## config.mk

```make
export PLATFORM = sky130hd
export DESIGN_NAME = icache
export DESIGN_NICKNAME = d
export VERILOG_FILES = /design/src/hw/fetch_pkg.sv /design/src/hw/icache.sv
export VERILOG_INCLUDE_DIRS = /design/src /design/src/hw
export SDC_FILE = /design/constraint.sdc
export NUM_CORES = 1
export LEC_CHECK = 0
export ABC_CLOCK_PERIOD_IN_PS = 20200
export BUFFER_PORTS_ARGS = -buffer_cell sky130_fd_sc_hd__buf_2
export CAP_MARGIN = 10
export CORE_MARGIN = 4
export CORE_UTILIZATION = 40
export CTS_CLUSTER_DIAMETER = 120
export DETAILED_ROUTE_END_ITERATION = 7
export PLACE_DENSITY = 0.59
export SYNTH_ARGS = -nofsm -noshare
export SYNTH_HDL_FRONTEND = slang
export SYNTH_SLANG_ARGS = --single-unit
```

## constraint.sdc

```tcl
create_clock -name clk -period 20.2 [get_ports clk]
set_input_delay 4.04 -clock clk [delete_from_list [all_inputs] [get_ports clk]]
set_output_delay 4.04 -clock clk [all_outputs]
set_load 0.05 [all_outputs]
```

## src/hw/fetch_cfg.svh

```systemverilog
`ifndef FETCH_CFG_SVH
`define FETCH_CFG_SVH

// Number of cache lines the fetch queue can hold.
`define FETCH_Q_LINES 4

// Direct-mapped instruction cache size in lines.
`define FETCH_IC_LINES 8

// Backing line memory size in lines, and its read latency in cycles.
`define FETCH_MEM_LINES 64
`define FETCH_MEM_LATENCY 2

`endif

```

## src/hw/fetch_pkg.sv

```systemverilog
package fetch_pkg;

   // Byte address and a single instruction word.
   typedef logic [31:0] addr_t;
   typedef logic [31:0] inst_t;

   // Four instructions per line. Word k sits in bits 32k+31 down to 32k.
   typedef logic [127:0] line_t;

   // Line address is the byte address without its low four bits.
   typedef logic [27:0] line_addr_t;
   typedef logic [5:0]  mem_idx_t;

   typedef struct packed {
      logic       valid;
      line_addr_t addr;
   } fetch_req_t;

   typedef struct packed {
      logic  valid;
      line_t line;
   } fetch_rsp_t;

   typedef struct packed {
      logic     valid;
      mem_idx_t idx;
   } mem_req_t;

   typedef struct packed {
      logic  valid;
      line_t line;
   } mem_rsp_t;

   typedef struct packed {
      logic     valid;
      mem_idx_t idx;
      line_t    line;
   } load_t;

   typedef enum logic [1:0] {ic_idle, ic_hit, ic_refill, ic_drop} ic_state_t;

endpackage

```

## src/hw/icache.sv

```systemverilog
`timescale 1ns/1ps
`include "fetch_cfg.svh"

module icache (
   input  logic                  clk,
   input  logic                  rst,
   input  fetch_pkg::fetch_req_t fetch_req,
   output logic                  icache_ready,
   input  logic                  icache_abort,
   output fetch_pkg::fetch_rsp_t fetch_rsp,
   output fetch_pkg::mem_req_t   mem_req,
   input  logic                  mem_gnt,
   input  fetch_pkg::mem_rsp_t   mem_rsp
);
   import fetch_pkg::*;

   localparam int IDX_W = $clog2(`FETCH_IC_LINES);
   localparam int TAG_W = $bits(line_addr_t) - IDX_W;

   line_t                data_q [`FETCH_IC_LINES];
   logic [TAG_W-1:0]     tag_q  [`FETCH_IC_LINES];
   logic [`FETCH_IC_LINES-1:0] valid_q;

   ic_state_t        state;
   ic_state_t        state_next;
   line_addr_t       req_addr;
   logic             mem_sent;
   logic [IDX_W-1:0] lk_idx;
   logic [TAG_W-1:0] lk_tag;
   logic [IDX_W-1:0] req_idx;
   logic [TAG_W-1:0] req_tag;
   logic             lk_hit;
   logic             accept;
   logic             in_refill;
   logic             refill_done;

   // Tag lookup on the incoming request address.
   assign lk_idx = fetch_req.addr[IDX_W-1:0];
   assign lk_tag = fetch_req.addr[$bits(line_addr_t)-1:IDX_W];
   assign lk_hit = valid_q[lk_idx] && (tag_q[lk_idx] == lk_tag);

   assign req_idx = req_addr[IDX_W-1:0];
   assign req_tag = req_addr[$bits(line_addr_t)-1:IDX_W];

   assign icache_ready = (state == ic_idle);
   assign accept       = fetch_req.valid && icache_ready;
   assign in_refill    = (state == ic_refill) || (state == ic_drop);
   assign refill_done  = in_refill && mem_rsp.valid;

   // The read request stays up until line_mem grants it.
   assign mem_req.valid = in_refill && !mem_sent;
   assign mem_req.idx   = req_addr[$bits(mem_idx_t)-1:0];

   // An abort in the response cycle kills the response as well.
   assign fetch_rsp.valid = (state == ic_hit) && !icache_abort;
   assign fetch_rsp.line  = data_q[req_idx];

   always_comb begin
      state_next = state;
      case (state)
         ic_idle: begin
            if (accept) begin
               state_next = lk_hit ? ic_hit : ic_refill;
            end
         end
         ic_hit: begin
            state_next = ic_idle;
         end
         ic_refill: begin
            if (icache_abort) begin
               state_next = mem_rsp.valid ? ic_idle : ic_drop;
            end else if (mem_rsp.valid) begin
               state_next = ic_hit;
            end
         end
         ic_drop: begin
            if (mem_rsp.valid) begin
               state_next = ic_idle;
            end
         end
         default: begin
            state_next = ic_idle;
         end
      endcase
   end

   always_ff @(posedge clk) begin
      if (rst) begin
         state    <= ic_idle;
         mem_sent <= 1'b0;
         valid_q  <= '0;
      end else begin
         state <= state_next;
         if (mem_req.valid && mem_gnt) begin
            mem_sent <= 1'b1;
         end else if (refill_done) begin
            mem_sent <= 1'b0;
         end
         if (refill_done) begin
            valid_q[req_idx] <= 1'b1;
         end
      end
   end

   // Aborted refills still fill their line.
   always_ff @(posedge clk) begin
      if (accept) begin
         req_addr <= fetch_req.addr;
      end
      if (refill_done) begin
         data_q[req_idx] <= mem_rsp.line;
         tag_q[req_idx]  <= req_tag;
      end
   end

   a_no_rsp_idle_drop: assert property (@(posedge clk) disable iff (rst)
      (state == ic_idle || state == ic_drop) |-> !fetch_rsp.valid);

   // Aborts only come while a request is being served.
   a_abort_in_flight: assert property (@(posedge clk) disable iff (rst)
      icache_abort |-> (state == ic_hit || state == ic_refill));

endmodule

```

-- After elaboration in Yosys (flattened, before gate mapping)
Memories as Yosys holds them, arrays and structs flattened. A register that Yosys moved wholly into a read port is not among the register bits.
Cells that the tools add are included.
W data, S select, Z words.
- bitwise operators: 1
- equal/unequal tests: 7
- reductions and logical operators: 13
- muxes and demuxes: 16
- magnitude comparators: 3
- operators with widths (operator ; count):
    $eq A25 B25 Y1 ; 1
    $mux W2 ; 6
    $lt A3 B4 Y1 const B ; 2
    $or A8 B8 Y8 ; 1
    $pmux W2 S4 ; 1
    $logic_and A1 B1 Y1 ; 7
    $mux W1 ; 6
    $eq A2 B2 Y1 const B ; 2
    $bmux W1 S3 ; 1
    $demux W1 S3 ; 1
    $ge A3 B1 Y1 const B ; 1
    $mux W3 ; 1
    $ne A3 B3 Y1 const B ; 1
    $reduce_and A3 Y1 ; 1
    $eq A2 B1 Y1 const B ; 1
    $logic_not A1 Y1 ; 2
    $logic_not A2 Y1 ; 1
    $ne A2 B1 Y1 const B ; 1
    $ne A2 B2 Y1 const B ; 1
    $reduce_bool A2 Y1 ; 1
    $logic_or A1 B1 Y1 ; 1
- flip-flop bits (word level): 39
- memory bits (writable): 1224
- output and inout port bits: 137
- memories: 2
- memories (memory ; depth ; bits a word ; rd ports ; clocked after Yosys merged registers in ; wr ports ; line ; text):
    data_q ; 8 ; 128 ; 1 ; 1 ; 1 ; icache.sv:20 ; line_t data_q [`FETCH_IC_LINES];
    tag_q ; 8 ; 25 ; 1 ; 0 ; 1 ; icache.sv:21 ; logic [TAG_W-1:0] tag_q [`FETCH_IC_LINES];

-- Longest topological paths before layout
- depth in word-level cells: 6
- depth in mapped cells: 10
- depth with buffers taken out: 6

-- Least setup slack after synthesis
Ideal clock, no wire load.
- kind: in2reg
- start: input mem_rsp[128] in the netlist's numbering
- end: memory data_q[0][0] in the netlist's numbering, enable pin
- arrival time: 14.763 ns
- cell stages on the path: 3
- path buffers: 0
- data required time: 19.345 ns
- setup time: 0.855 ns
- path slack: 4.582 ns
- cell sequence: nand2_1 or2_2 nor3_1
- word-level cells in the longest chain between the ends: 3
- ends and longest elaborated chain (element ; line ; text):
    start: declaration ; icache.sv:13 ; input fetch_pkg::mem_rsp_t mem_rsp
    $logic_and A1 B1 Y1 ; icache.sv:48 ; assign refill_done = in_refill && mem_rsp.valid;
    $mux W1 ; icache.sv:110 ; if (refill_done) begin
    $mux W1 (not written as such) ; icache.sv:111 ; data_q[req_idx] <= mem_rsp.line;
    end: declaration ; icache.sv:20 ;
No other way between the ends.

==> flow_metrics.env <==
export IMPL_syn_to_final_growth_pct=16.49
export IMPL_wl_per_cell_um=25.59
export IMPL_rr_worst_depth=4
export IMPL_r2r_end="data_q[5][83]$_DFFE_PP_"
export IMPL_crit_required_ns=16.16
export IMPL_grt_pass1_wl_um=151300
export IMPL_drcViolationCount=0
export IMPL_finalSetupViolCount=0
export IMPL_synth_nets=2085
export IMPL_synth_warnings=0
export IMPL_final_cell_mix="1252 x edfxtp_1, 297 x buf_2, 292 x mux4_2, 139 x clkbuf_16, 131 x mux2_2"
export IMPL_synth_main_ff_cell="edfxtp_1"
export IMPL_core_um2=118100
export IMPL_period_needed_ns=8.774
export IMPL_grt_overflow=0
export IMPL_slowest_delay_ns=0.78
export IMPL_status="finished, final reports clean"
export IMPL_holdPathEnd="valid_q[0]$_SDFFE_PP0P_"
export IMPL_numCtsBuffers=137
export IMPL_avgSynthCellArea_um2=24.76
export IMPL_grt_antenna_before_repair=23
export IMPL_tightest_slew_ns=1.127
export IMPL_crit_arrival_ns=4.73
export IMPL_clkTransAtPathRegs_ns=0.06
export IMPL_worst_path_most_repeated_cell="buf_4"
export IMPL_synth_yosys_seq_area_share_pct=79.55
export IMPL_rr_startpoint="state[1]$_SDFFE_PP0P_"
export IMPL_die_area_um2=124600
export IMPL_dpl_cell_count=3702
export IMPL_whs_ns=0.4709
export IMPL_crit_path_top_delay_cell="buf_4"
export IMPL_r2r_slack_ns=16.70
export IMPL_whs_path_depth=2
export IMPL_power_density_nw_per_um2=106.6
export IMPL_place_gp_congestion=0.6971
export IMPL_finalClockSkew_ns=0.02342
export IMPL_cts_sinks=1266
export IMPL_hold_path_startpoint="valid_q[0]$_SDFFE_PP0P_"
export IMPL_rsz0062_at_grt="no"
export IMPL_final_common_cell="edfxtp_1"
export IMPL_synthArstFlopShare_pct=0
export IMPL_track_usage_pct=16.36
export IMPL_syn_inst=1923
export IMPL_fp_dieH_um=353.0
export IMPL_slew_violations=0
export IMPL_num_rows=126
export IMPL_dpl_hpwl_um=54180
export IMPL_drtIter0Drc=1533
export IMPL_clk_latency_ns=0.73
export IMPL_cts_resized=0
export IMPL_hold_violations=0
export IMPL_hold_buffers=0
export IMPL_hp_class="flop to flop"
export IMPL_ioPinCount=299
export IMPL_die_w_um=353.0
export IMPL_drt_pass1_iter_count=4
export IMPL_vias=20970
export IMPL_crit_type="flop to output port"
export IMPL_cts_tree="built"
export IMPL_initial_utilization_pct=40.32
export IMPL_crit_chain="buf_4 > buf_4 > buf_4 > mux4_2 > mux2_2 > buf_2"
export IMPL_grt_max_degree=112
export IMPL_leakagePower_uw=0.01786
export IMPL_crit_path_max_fanout=40
export IMPL_root_buffer="clkbuf_16"
export IMPL_synth_edf_count=1252
export IMPL_yosysUniqueCellTypes=38
export IMPL_relSlewSlack_pct=24.87
export IMPL_drv_cap=0
export IMPL_timing_fmax_ghz=0.1140
export IMPL_setup_tns_ns=0
export IMPL_synth_seq_cells=1266
export IMPL_syn_area_um2=47610
export IMPL_ant_nets=0
export IMPL_postCtsSetupBuffers=0
export IMPL_fin_nets=2467
export IMPL_cp_start_kind="flop"
export IMPL_port_buffers=298
export IMPL_wirelength_um=101500
export IMPL_fin_cells=3967
export IMPL_viasPerCell=5.286
export IMPL_htree_levels=4
export IMPL_layout_drive_gt1_share_pct=40.35
export IMPL_peakVddDrop_uv=75.39
export IMPL_min_period_over_period_pct=43.44
export IMPL_grt_pass1_vias=23010
export IMPL_end_kind="output port"
export IMPL_clockBufferDepth=3
-- critical path: cells and delay by family (launching register included) --
kind | cells | cell delay, ns
buffers and inverters | 4 | 2.36
muxes | 2 | 0.89
DFF | 1 | 0.67
-- power by group --
group / internal [uW] / leakage, uW / switching, uW
Clock: 1440 / 0.00216 / 1010
Sequential: 2920 / 0.0114 / 24.0
Combinational: 188 / 0.00429 / 334
Total: 4550 / 0.0179 / 1370
-- registers in the layout (all words and copies together) (netlist names), named ones only --
name      flops
mem_sent      1
valid_q       8
tag_q       200
state         2
data_q     1024
req_addr     28
-- area by class of cell --
cell class	count	area, um^2
multi-input cells	562	9319
diodes	17	42.54
clock inverters	73	827.0
well taps	1536	1922
flip-flops and latches	1266	37890
clock buffers	175	3633
repair buffers	338	1832
fillers	9561	62620
-- worst max path at each step --
stage	slack, ns	depth (start not counted)	endpoint	from
6_report	11.43	6	fetch_rsp[49]	flop
5_1_grt	10.85	6	fetch_rsp[49]	flop
4_1_cts	11.05	6	fetch_rsp[49]	flop
3_5_place_dp	11.56	3	fetch_rsp[128]	icache_abort
3_3_place_gp	11.54	3	fetch_rsp[128]	icache_abort
2_1_floorplan	4.58	3	data_q[0][0]$_DFFE_PP_	mem_rsp[128]
-- per-stage QoR --
step           power (uW)  utilization (%)  area [um^2]  worst slack [ns]
6_report             5913            46.97        55460             11.43
2_1_floorplan        3379                -        47610             4.582
5_1_grt              6138            46.95        55430             10.85
4_1_cts              5997            46.93        55420             11.05
3_5_place_dp         3530            43.16        50960             11.56
3_3_place_gp         3521            43.16        50960             11.54
-- layer usage --
layer / vias to the layer above / GRT usage (%) / share of wire, %
met2: 505 / 28.42 / 52
met1: 11270 / 20.08 / 40
li1: 9020 / - / -
met3: 165 / 4.178 / 5.8
met4: 10 / 5.358 / 2.3
met5: - / 0 / 0.073
-- cells in the mapped netlist (all sizes together) (3+ instances only) --
master	n	area share [%]
buf	50	0.64
nand2	7	0.055
nor3	3	0.032
xnor2	11	0.20
clkbuf	45	0.35
mux4	300	14
mux2i	37	0.78
dfxtp	14	0.59
nor4	4	0.092
edfxtp	1252	79
a22oi	9	0.14
o21ba	3	0.063
nor2	19	0.15
mux2	131	3.1
nor2b	5	0.066
nand2b	3	0.039
xor2	12	0.22
-- logic make-up after synthesis --
group,after synthesis,share of synthesized area [%]
flip-flops,1266,79.55
buffers and inverters,95,0.9933
multiplexers,468,18.13
XOR/XNOR,23,0.4231
AND/OR/NAND/NOR,51,0.5756
AO/OA/AOI/OAI,20,0.3259
No activity file was read; power rests on OpenSTA's default activity.
