`src/hw/fetch_cfg.svh`:
```
`ifndef FETCH_CFG_SVH
`define FETCH_CFG_SVH

// Number of cache lines the fetch queue can hold.
`define FETCH_Q_LINES 4

// Direct-mapped instruction cache size in lines.
`define FETCH_IC_LINES 8

// Backing line memory size in lines, and its read latency in cycles.
`define FETCH_MEM_LINES 64
`define FETCH_MEM_LATENCY 2

`endif

```
`src/hw/fetch_pkg.sv`:
```
package fetch_pkg;

   // Byte address and a single instruction word.
   typedef logic [31:0] addr_t;
   typedef logic [31:0] inst_t;

   // Four instructions per line. Word k sits in bits 32k+31 down to 32k.
   typedef logic [127:0] line_t;

   // Line address is the byte address without its low four bits.
   typedef logic [27:0] line_addr_t;
   typedef logic [5:0]  mem_idx_t;

   typedef struct packed {
      logic       valid;
      line_addr_t addr;
   } fetch_req_t;

   typedef struct packed {
      logic  valid;
      line_t line;
   } fetch_rsp_t;

   typedef struct packed {
      logic     valid;
      mem_idx_t idx;
   } mem_req_t;

   typedef struct packed {
      logic  valid;
      line_t line;
   } mem_rsp_t;

   typedef struct packed {
      logic     valid;
      mem_idx_t idx;
      line_t    line;
   } load_t;

   typedef enum logic [1:0] {ic_idle, ic_hit, ic_refill, ic_drop} ic_state_t;

endpackage

```
`src/hw/ifq.sv`:
```
`timescale 1ns/1ps
`include "fetch_cfg.svh"

module ifq (
   input  logic                  clk,
   input  logic                  rst,
   output fetch_pkg::fetch_req_t fetch_req,
   input  logic                  icache_ready,
   output logic                  icache_abort,
   input  fetch_pkg::fetch_rsp_t fetch_rsp,
   input  logic                  dispatch_ren,
   input  logic                  branch_valid,
   input  fetch_pkg::addr_t      branch_addr,
   output fetch_pkg::inst_t      dispatch_inst,
   output fetch_pkg::addr_t      dispatch_pc_plus4,
   output logic                  dispatch_empty
);
   import fetch_pkg::*;

   localparam int QI = $clog2(`FETCH_Q_LINES);
   localparam logic [QI:0] Q_LINES = `FETCH_Q_LINES;

   // Write pointer counts lines. The read pointer counts words, so its low two
   // bits are the word offset inside the head line.
   line_t         q_line [`FETCH_Q_LINES];
   logic [QI:0]   wptr;
   logic [QI+2:0] rptr;
   logic [QI:0]   q_count;
   logic          q_empty;
   line_t         head_line;

   line_addr_t fetch_line;
   addr_t      head_pc;
   logic       started;
   logic       outstanding;
   logic       req_acc;
   logic       rsp_take;
   logic       pop;

   function automatic inst_t pick_word(line_t l, logic [1:0] k);
      return l[32*k +: 32];
   endfunction

   assign q_count = wptr - rptr[QI+2:2];
   assign q_empty = (q_count == '0);

   // A response landing in a branch cycle belongs to the old stream.
   assign rsp_take = fetch_rsp.valid && !branch_valid;

   // With nothing queued the arriving line goes straight to dispatch.
   assign head_line         = q_empty ? fetch_rsp.line : q_line[rptr[QI+1:2]];
   assign dispatch_inst     = pick_word(head_line, rptr[1:0]);
   assign dispatch_empty    = q_empty && !rsp_take;
   assign dispatch_pc_plus4 = head_pc + 32'd4;
   assign pop               = dispatch_ren && !dispatch_empty;

   // One request at a time, and only while its line is sure to fit.
   assign fetch_req.valid = started && !outstanding && icache_ready && !branch_valid &&
                            (q_count < Q_LINES);
   assign fetch_req.addr  = fetch_line;
   assign req_acc         = fetch_req.valid && icache_ready;

   // A branch kills whatever line the cache is still working on.
   assign icache_abort = branch_valid && outstanding;

   always_ff @(posedge clk) begin
      if (rst) begin
         wptr        <= '0;
         rptr        <= '0;
         started     <= 1'b0;
         outstanding <= 1'b0;
         fetch_line  <= '0;
         head_pc     <= '0;
      end else if (branch_valid) begin
         // Flush, then restart at the target line and word.
         wptr        <= '0;
         rptr        <= {{(QI+1){1'b0}}, branch_addr[3:2]};
         started     <= 1'b1;
         outstanding <= 1'b0;
         fetch_line  <= branch_addr[31:4];
         head_pc     <= {branch_addr[31:2], 2'b00};
      end else begin
         if (rsp_take) begin
            wptr <= wptr + 1'b1;
         end
         if (pop) begin
            rptr    <= rptr + 1'b1;
            head_pc <= head_pc + 32'd4;
         end
         if (req_acc) begin
            outstanding <= 1'b1;
            fetch_line  <= fetch_line + 1'b1;
         end else if (fetch_rsp.valid) begin
            outstanding <= 1'b0;
         end
      end
   end

   // Lines are written even when bypassed, since the rest of the line
   // is read from the queue afterwards.
   always_ff @(posedge clk) begin
      if (rsp_take) begin
         q_line[wptr[QI-1:0]] <= fetch_rsp.line;
      end
   end

   a_occupancy: assert property (@(posedge clk) disable iff (rst)
      q_count <= Q_LINES);

   a_rsp_outstanding: assert property (@(posedge clk) disable iff (rst)
      fetch_rsp.valid |-> outstanding);

endmodule

```
`config.mk`:
```
export PLATFORM = sky130hd
export DESIGN_NAME = ifq
export DESIGN_NICKNAME = d
export VERILOG_FILES = /design/src/hw/fetch_pkg.sv /design/src/hw/ifq.sv
export VERILOG_INCLUDE_DIRS = /design/src /design/src/hw
export SDC_FILE = /design/constraint.sdc
export NUM_CORES = 1
export LEC_CHECK = 0
export BUFFER_PORTS_ARGS = -buffer_cell sky130_fd_sc_hd__buf_2
export CORE_UTILIZATION = 24
export DETAILED_ROUTE_END_ITERATION = 8
export GPL_TIMING_DRIVEN = 0
export SETUP_SLACK_MARGIN = 0.3
export SLEW_MARGIN = 0
export SYNTH_ARGS = -nofsm -noshare
export SYNTH_HDL_FRONTEND = slang
export SYNTH_SLANG_ARGS = --single-unit
```
`constraint.sdc`:
```
create_clock -name clk -period 12.6 [get_ports clk]
set_clock_uncertainty 0.2 [all_clocks]
set_input_delay 3.78 -clock clk [delete_from_list [all_inputs] [get_ports clk]]
set_output_delay 3.78 -clock clk [all_outputs]
set_load 0.1 [all_outputs]
```
Word-level counts from Yosys, hierarchy flattened
Memories as Yosys holds them, arrays and structs flattened. A register that Yosys moved wholly into a read port is not among the register bits.
Index checks and enable logic that the tools add are counted.
{"block": "op_classes", "n_lt_le_gt_ge": 1, "n_mul": 0, "mux": 13, "bitwise_logic": 0, "add_sub_neg": 5, "n_div": 0, "shifts": 1, "eq_ne": 0, "reduce_logical": 18}
{"operator": "2-to-1 mux 128 bit", "count": 1}
{"operator": "variable part select 128 x 8 -> 32 bit", "count": 1}
{"operator": "2-to-1 mux 32 bit", "count": 2}
{"operator": "2-to-1 mux 28 bit", "count": 2}
{"operator": "adder 32 x 3 -> 32 bit (second input constant)", "count": 1}
{"operator": "adder 28 x 1 -> 28 bit (second input constant)", "count": 1}
{"operator": "logical AND 1 bit", "count": 9}
{"operator": "2-to-1 mux 2 bit", "count": 4}
{"operator": "nonzero test 2 bit", "count": 3}
{"operator": "adder 5 x 1 -> 5 bit (second input constant)", "count": 1}
{"operator": "logical NOT 1 bit", "count": 4}
{"operator": "2-to-1 mux 1 bit", "count": 4}
{"operator": "adder 3 x 1 -> 3 bit (second input constant)", "count": 1}
{"operator": "logical NOT 3 bit", "count": 1}
{"operator": "less-than comparator 3 bit (second input constant)", "count": 1}
{"operator": "subtractor 3 bit", "count": 1}
{"operator": "OR reduction 2 bit", "count": 1}
{"block": "totals", "memories": 1, "latchBits": 0, "mem_bits_ro": 0, "mem_bits_rw": 512, "ff_bits": 70, "wordCells": 47, "inputBits": 166}
{"name": "q_line", "words": 4, "word_bits": 128, "rd": 1, "rd_ports_with_merged_regs": 1, "write_ports": 1, "line": "ifq.sv:25", "rtl": "line_t q_line [`FETCH_Q_LINES];"}

Logic depth before layout (Yosys ltp)
{"block": "depth", "word_depth": 8, "ltp_mapped": 9, "mapped_depth_nobuf": 7}

Worst setup path after synthesis
Ideal clock, no wire load.
{"block": "synth_timing", "path_kind": "in2out", "startpoint": "input branch_valid", "endpoint": "output dispatch_empty", "required_time_ps": 8620, "stages": 6, "t_arrival_ps": 5945, "setup_slack_ps": 2675, "n_path_buf": 3, "cell_sequence": "buf_2 > nor2b_1 > or2_2 > clkbuf_1 > buf_1 > nor2_1"}
{"block": "synth_via", "elab_chain_cells": 4}
{"item": "start: declaration", "line": "ifq.sv:12", "rtl": "input logic branch_valid,"}
{"item": "logical NOT 1 bit", "line": "ifq.sv:48", "rtl": "assign rsp_take = fetch_rsp.valid && !branch_valid;"}
{"item": "logical AND 1 bit", "line": "ifq.sv:48"}
{"item": "logical NOT 1 bit", "line": "ifq.sv:53", "rtl": "assign dispatch_empty = q_empty && !rsp_take;"}
{"item": "logical AND 1 bit", "line": "ifq.sv:53"}
{"item": "end: declaration", "line": "ifq.sv:16", "rtl": "output logic dispatch_empty"}
No other way between the ends.

Final worst setup path
{"block": "layout_timing", "startpoint": "input fetch_rsp[128] (netlist bit)", "endpoint": "output dispatch_empty"}
{"block": "layout_via", "elab_chain_cells": 3}
{"item": "start: declaration", "line": "ifq.sv:10", "rtl": "input fetch_pkg::fetch_rsp_t fetch_rsp,"}
{"item": "logical AND 1 bit", "line": "ifq.sv:48"}
{"item": "logical NOT 1 bit", "line": "ifq.sv:53"}
{"item": "logical AND 1 bit", "line": "ifq.sv:53"}
No other way between the ends.

==> impl_results.md <==
- Outcome: complete, no violations
- Maximum resistive drop on vdd: 107 µV
- WP data required: about 8.6 ns
- Hold-fix buffers at CTS: 0
- Yosys cell types: 54
- Proportion of synthesized flip-flops having asynchronous set or reset: 0%
- Max Slew Vio Count: 0
- Sequential share of the synthesized area: around two thirds
- Compound-cell area share of the yosys netlist: ~6.7%
- Slew at the pin with the worst max-slew slack: ~1.2 ns
- Die footprint: 105000 µm²
- Setup violators final: 0
- Dominant combinational cell family by area after synthesis: multiplexers
- Kind of start point of the critical path: input pin
- Adder-cell area share of the yosys netlist: 0.453%
- Endpoint type of the worst setup path: primary output
- Worst-path maximum fanout: 10
- Worst path max stage delay: 0.46 ns
- Post-detail-place hpwl: 50.1 mm
- CTS clock-pin slew for the worst setup and hold paths: 0.06 ns
- Number of H-tree branching levels: 3
- Layout cell share with drive strength beyond 1: approximately a third
- Post-place setup slack: approximately 2.7 ns
- Clock tree root buffer cell: clkbuf_16
- PwrDens: around 150 nW/µm²
- Type of the tightest min-delay check: reg -> reg
- Post-CTS sizing: 0
- Antenna violations before repair: 32
- Number of global-route vias before repair: about 15000
- Source-to-sink clock delay at the later pin of the worst-skew pair: 0.62 ns
- CTS tree: yes
- Clock buffer count from CTS: 68
- Die W: 324 µm
- Core Footprint: 102000 µm²
- Share of the core filled with cells: about 30%
- Syn Std Cell Area: ~25000 µm²
- Number of I/O port buffers: 254
- Tightest slew margin relative to the limit: 20.4%
- Yosys warnings: 0
- Data arrival time at the worst-slack endpoint: 5.91 ns
- Slowest stage cell, crit path: clkbuf_1
- LEAKAGE: 9.76 nW
- Most common cell after layout, fill and taps aside: edfxtp_1
- Crit path top cell by count: buf_2
- Final cycle utilization of the critical path: 78.5%
- PnR worst setup slack: roughly 2.7 ns
- Largest net degree at the start of global routing: 52
- IO Pins: 261
- Starting Density: 24.3%
- Leading cell types in the layout, fill and taps excluded: 512 x edfxtp_1, 269 x buf_2, 160 x mux4_2
- Via density per instance: about 4.6
- Final wirelength: 74.1 mm
- Period minus WS final: ~10 ns
- Global-route usage over all layers: 13.9%
- Drt initial violations: roughly 1100
- Total clock sinks: 582
- Worst hold-check slack: 0.306 ns
- Global route overflow: 0
- Routed length per instance: 23.3 µm
- Simple-gate portion of the synthesized area: 4.63%
- Vertical die dimension: about 320 µm
- Timing-limited maximum frequency: 101 MHz
- Critical setup path kind: in -> out
- Std-Cell Rows: 117
- Number of enable flip-flop cells after synthesis: between 500 and 600
- Delay-heaviest family, CP: buffers and inverters
- Placer's final routability congestion estimate: between 0.8 and 0.9
- Syn Area/Cell: 17.6 µm²
- Multiplexer area fraction after synthesis: about 16%
- CP Cell Sequence: buf_2 -> nor2b_1 -> or2_2 -> clkbuf_1 -> buf_1 -> nor2_1 -> buf_2
- Number of antenna-violating nets in the routed design: 0
- Post-route DRC violation count: 0
- Area growth syn-to-layout: 21.8%
- Worst Path Buf+Inv: 4
- Total of max-cap violations: 0
- Number of buffers between clock root and the deepest sink: 3
- Mapped Cells: 1415
- Final hold viol count: 0
- Flip-flop and latch count after synthesis: just under 600
- Setup repair after global routing missed its margin: false
- Final total negative setup slack: 0 ns
- Via count: roughly 15000
- Number of nets in the layout: roughly 1900
- Flip-flop cell with the highest count after synthesis: edfxtp_1
- Wire length of the first global-routing pass: between 100 and 150 mm
- Post-CTS Setup Bufs: 0
- Worst setup slack for register-to-register paths: between 9 and 10 ns
- Synth Area in XOR/XNOR: roughly 2.5%
- Detailed Routing Iterations Pass 1: 5
[path summary, 6_finish.rpt]
kind | start | to | cells after the start
worst max-delay path | fetch_rsp[128] | dispatch_empty | 7
worst min-delay path | outstanding$_SDFFE_PP0P_ | outstanding$_SDFFE_PP0P_ | 2
worst max register to register | rptr[1]$_SDFFE_PP0P_ | rptr[1]$_SDFFE_PP0P_ | 5
worst min register to register | outstanding$_SDFFE_PP0P_ | outstanding$_SDFFE_PP0P_ | 2
[stage by stage]
stage | cells | power (W) | area (µm²)
detailed placement | 3046 | 0.00276 | 28100
global placement | 3038 | 0.00276 | 27800
global route | 3169 | 0.00479 | 30200
finish | 3177 | 0.00465 | 30300
floorplan | 1416 | 0.00259 | 24800
CTS | 3167 | 0.00470 | 30200
[tightest hold or removal path, stage by stage (launching register included)]
cell and delay (ns):
dfxtp_1 0.32, nand2b_1 0.07, a211oi_1 0.06
[per-layer routing]
| metal | vias up | global-route usage, % | share of wire [%] |
|---|---|---|---|
| met1 | 7581 | 17.8 | 41 |
| met2 | 548 | 22.9 | 48 |
| met3 | 114 | 3.95 | 8.5 |
| met5 | - | 0 | 0.31 |
| li1 | 6424 | - | - |
| met4 | 32 | 3.93 | 1.9 |
[sequential cells by signal, indices dropped and copies added (netlist names), named ones only]
register / flops
started: 1
fetch_line: 28
rptr: 5
wptr: 3
outstanding: 1
q_line: 512
head_pc: 30
[synthesized netlist by cell type (3+ instances only)]
| cell | number | area, µm² |
|---|---|---|
| a2111oi_4 | 3 | 82.6 |
| clkbuf_2 | 3 | 15.0 |
| a21boi_1 | 8 | 60.1 |
| nor4_1 | 8 | 50.1 |
| a211oi_1 | 40 | 300 |
| o31a_1 | 19 | 166 |
| a21boi_0 | 28 | 210 |
| nor2b_1 | 35 | 219 |
| nand3_1 | 19 | 95.1 |
| a31oi_1 | 3 | 18.8 |
| nand2_1 | 28 | 105 |
| o211ai_1 | 14 | 105 |
| dfxtp_1 | 70 | 1400 |
| o21bai_1 | 4 | 30.0 |
| mux2_2 | 32 | 360 |
| and4_1 | 8 | 70.1 |
| a211o_1 | 3 | 26.3 |
| o21a_1 | 10 | 75.1 |
| buf_1 | 5 | 18.8 |
| o22ai_1 | 32 | 200 |
| and2_1 | 10 | 62.6 |
| buf_2 | 15 | 75.1 |
| xor2_1 | 34 | 298 |
| o2111ai_1 | 5 | 43.8 |
| ha_1 | 9 | 113 |
| and3_1 | 11 | 68.8 |
| edfxtp_1 | 512 | 15400 |
| clkbuf_1 | 65 | 244 |
| nand4_1 | 13 | 81.3 |
| nor2_1 | 52 | 195 |
| a2111oi_2 | 9 | 135 |
| xnor2_1 | 36 | 315 |
| mux4_2 | 160 | 3600 |
| o21ai_0 | 4 | 20.0 |
| nor3_1 | 14 | 70.1 |
| or2_2 | 3 | 18.8 |
| a21oi_1 | 33 | 165 |
| inv_1 | 35 | 131 |
[power breakdown]
part | switching (W) | leakage [nW] | internal [W]
Clock | 0.000805 | 1.05 | 0.00112
Combinational | 0.000421 | 3.48 | 0.000133
Sequential | 0.0000243 | 5.23 | 0.00214
Total | 0.00125 | 9.76 | 0.00340
[cells by family (layout without fill, tap and decap cells)]
kind of cell,Yosys count,count (layout)
fa+ha+maj,9,9
simple gates,213,213
compound gates,218,218
other cells,1,12
flops,582,582
mux,194,194
xor+xnor,71,71
buf+inv,127,510
[area by class of cell]
class | instances | area [µm²]
antenna | 10 | 25.0
buffer | 92 | 392
clock buffer | 86 | 1790
clock inverter | 35 | 379
fill | 10300 | 71900
inverter | 35 | 131
multi-input combinational | 707 | 7550
sequential | 582 | 16800
tap | 1368 | 1710
timing repair buffer | 262 | 1490
No activity file was read; power rests on OpenSTA's default activity.
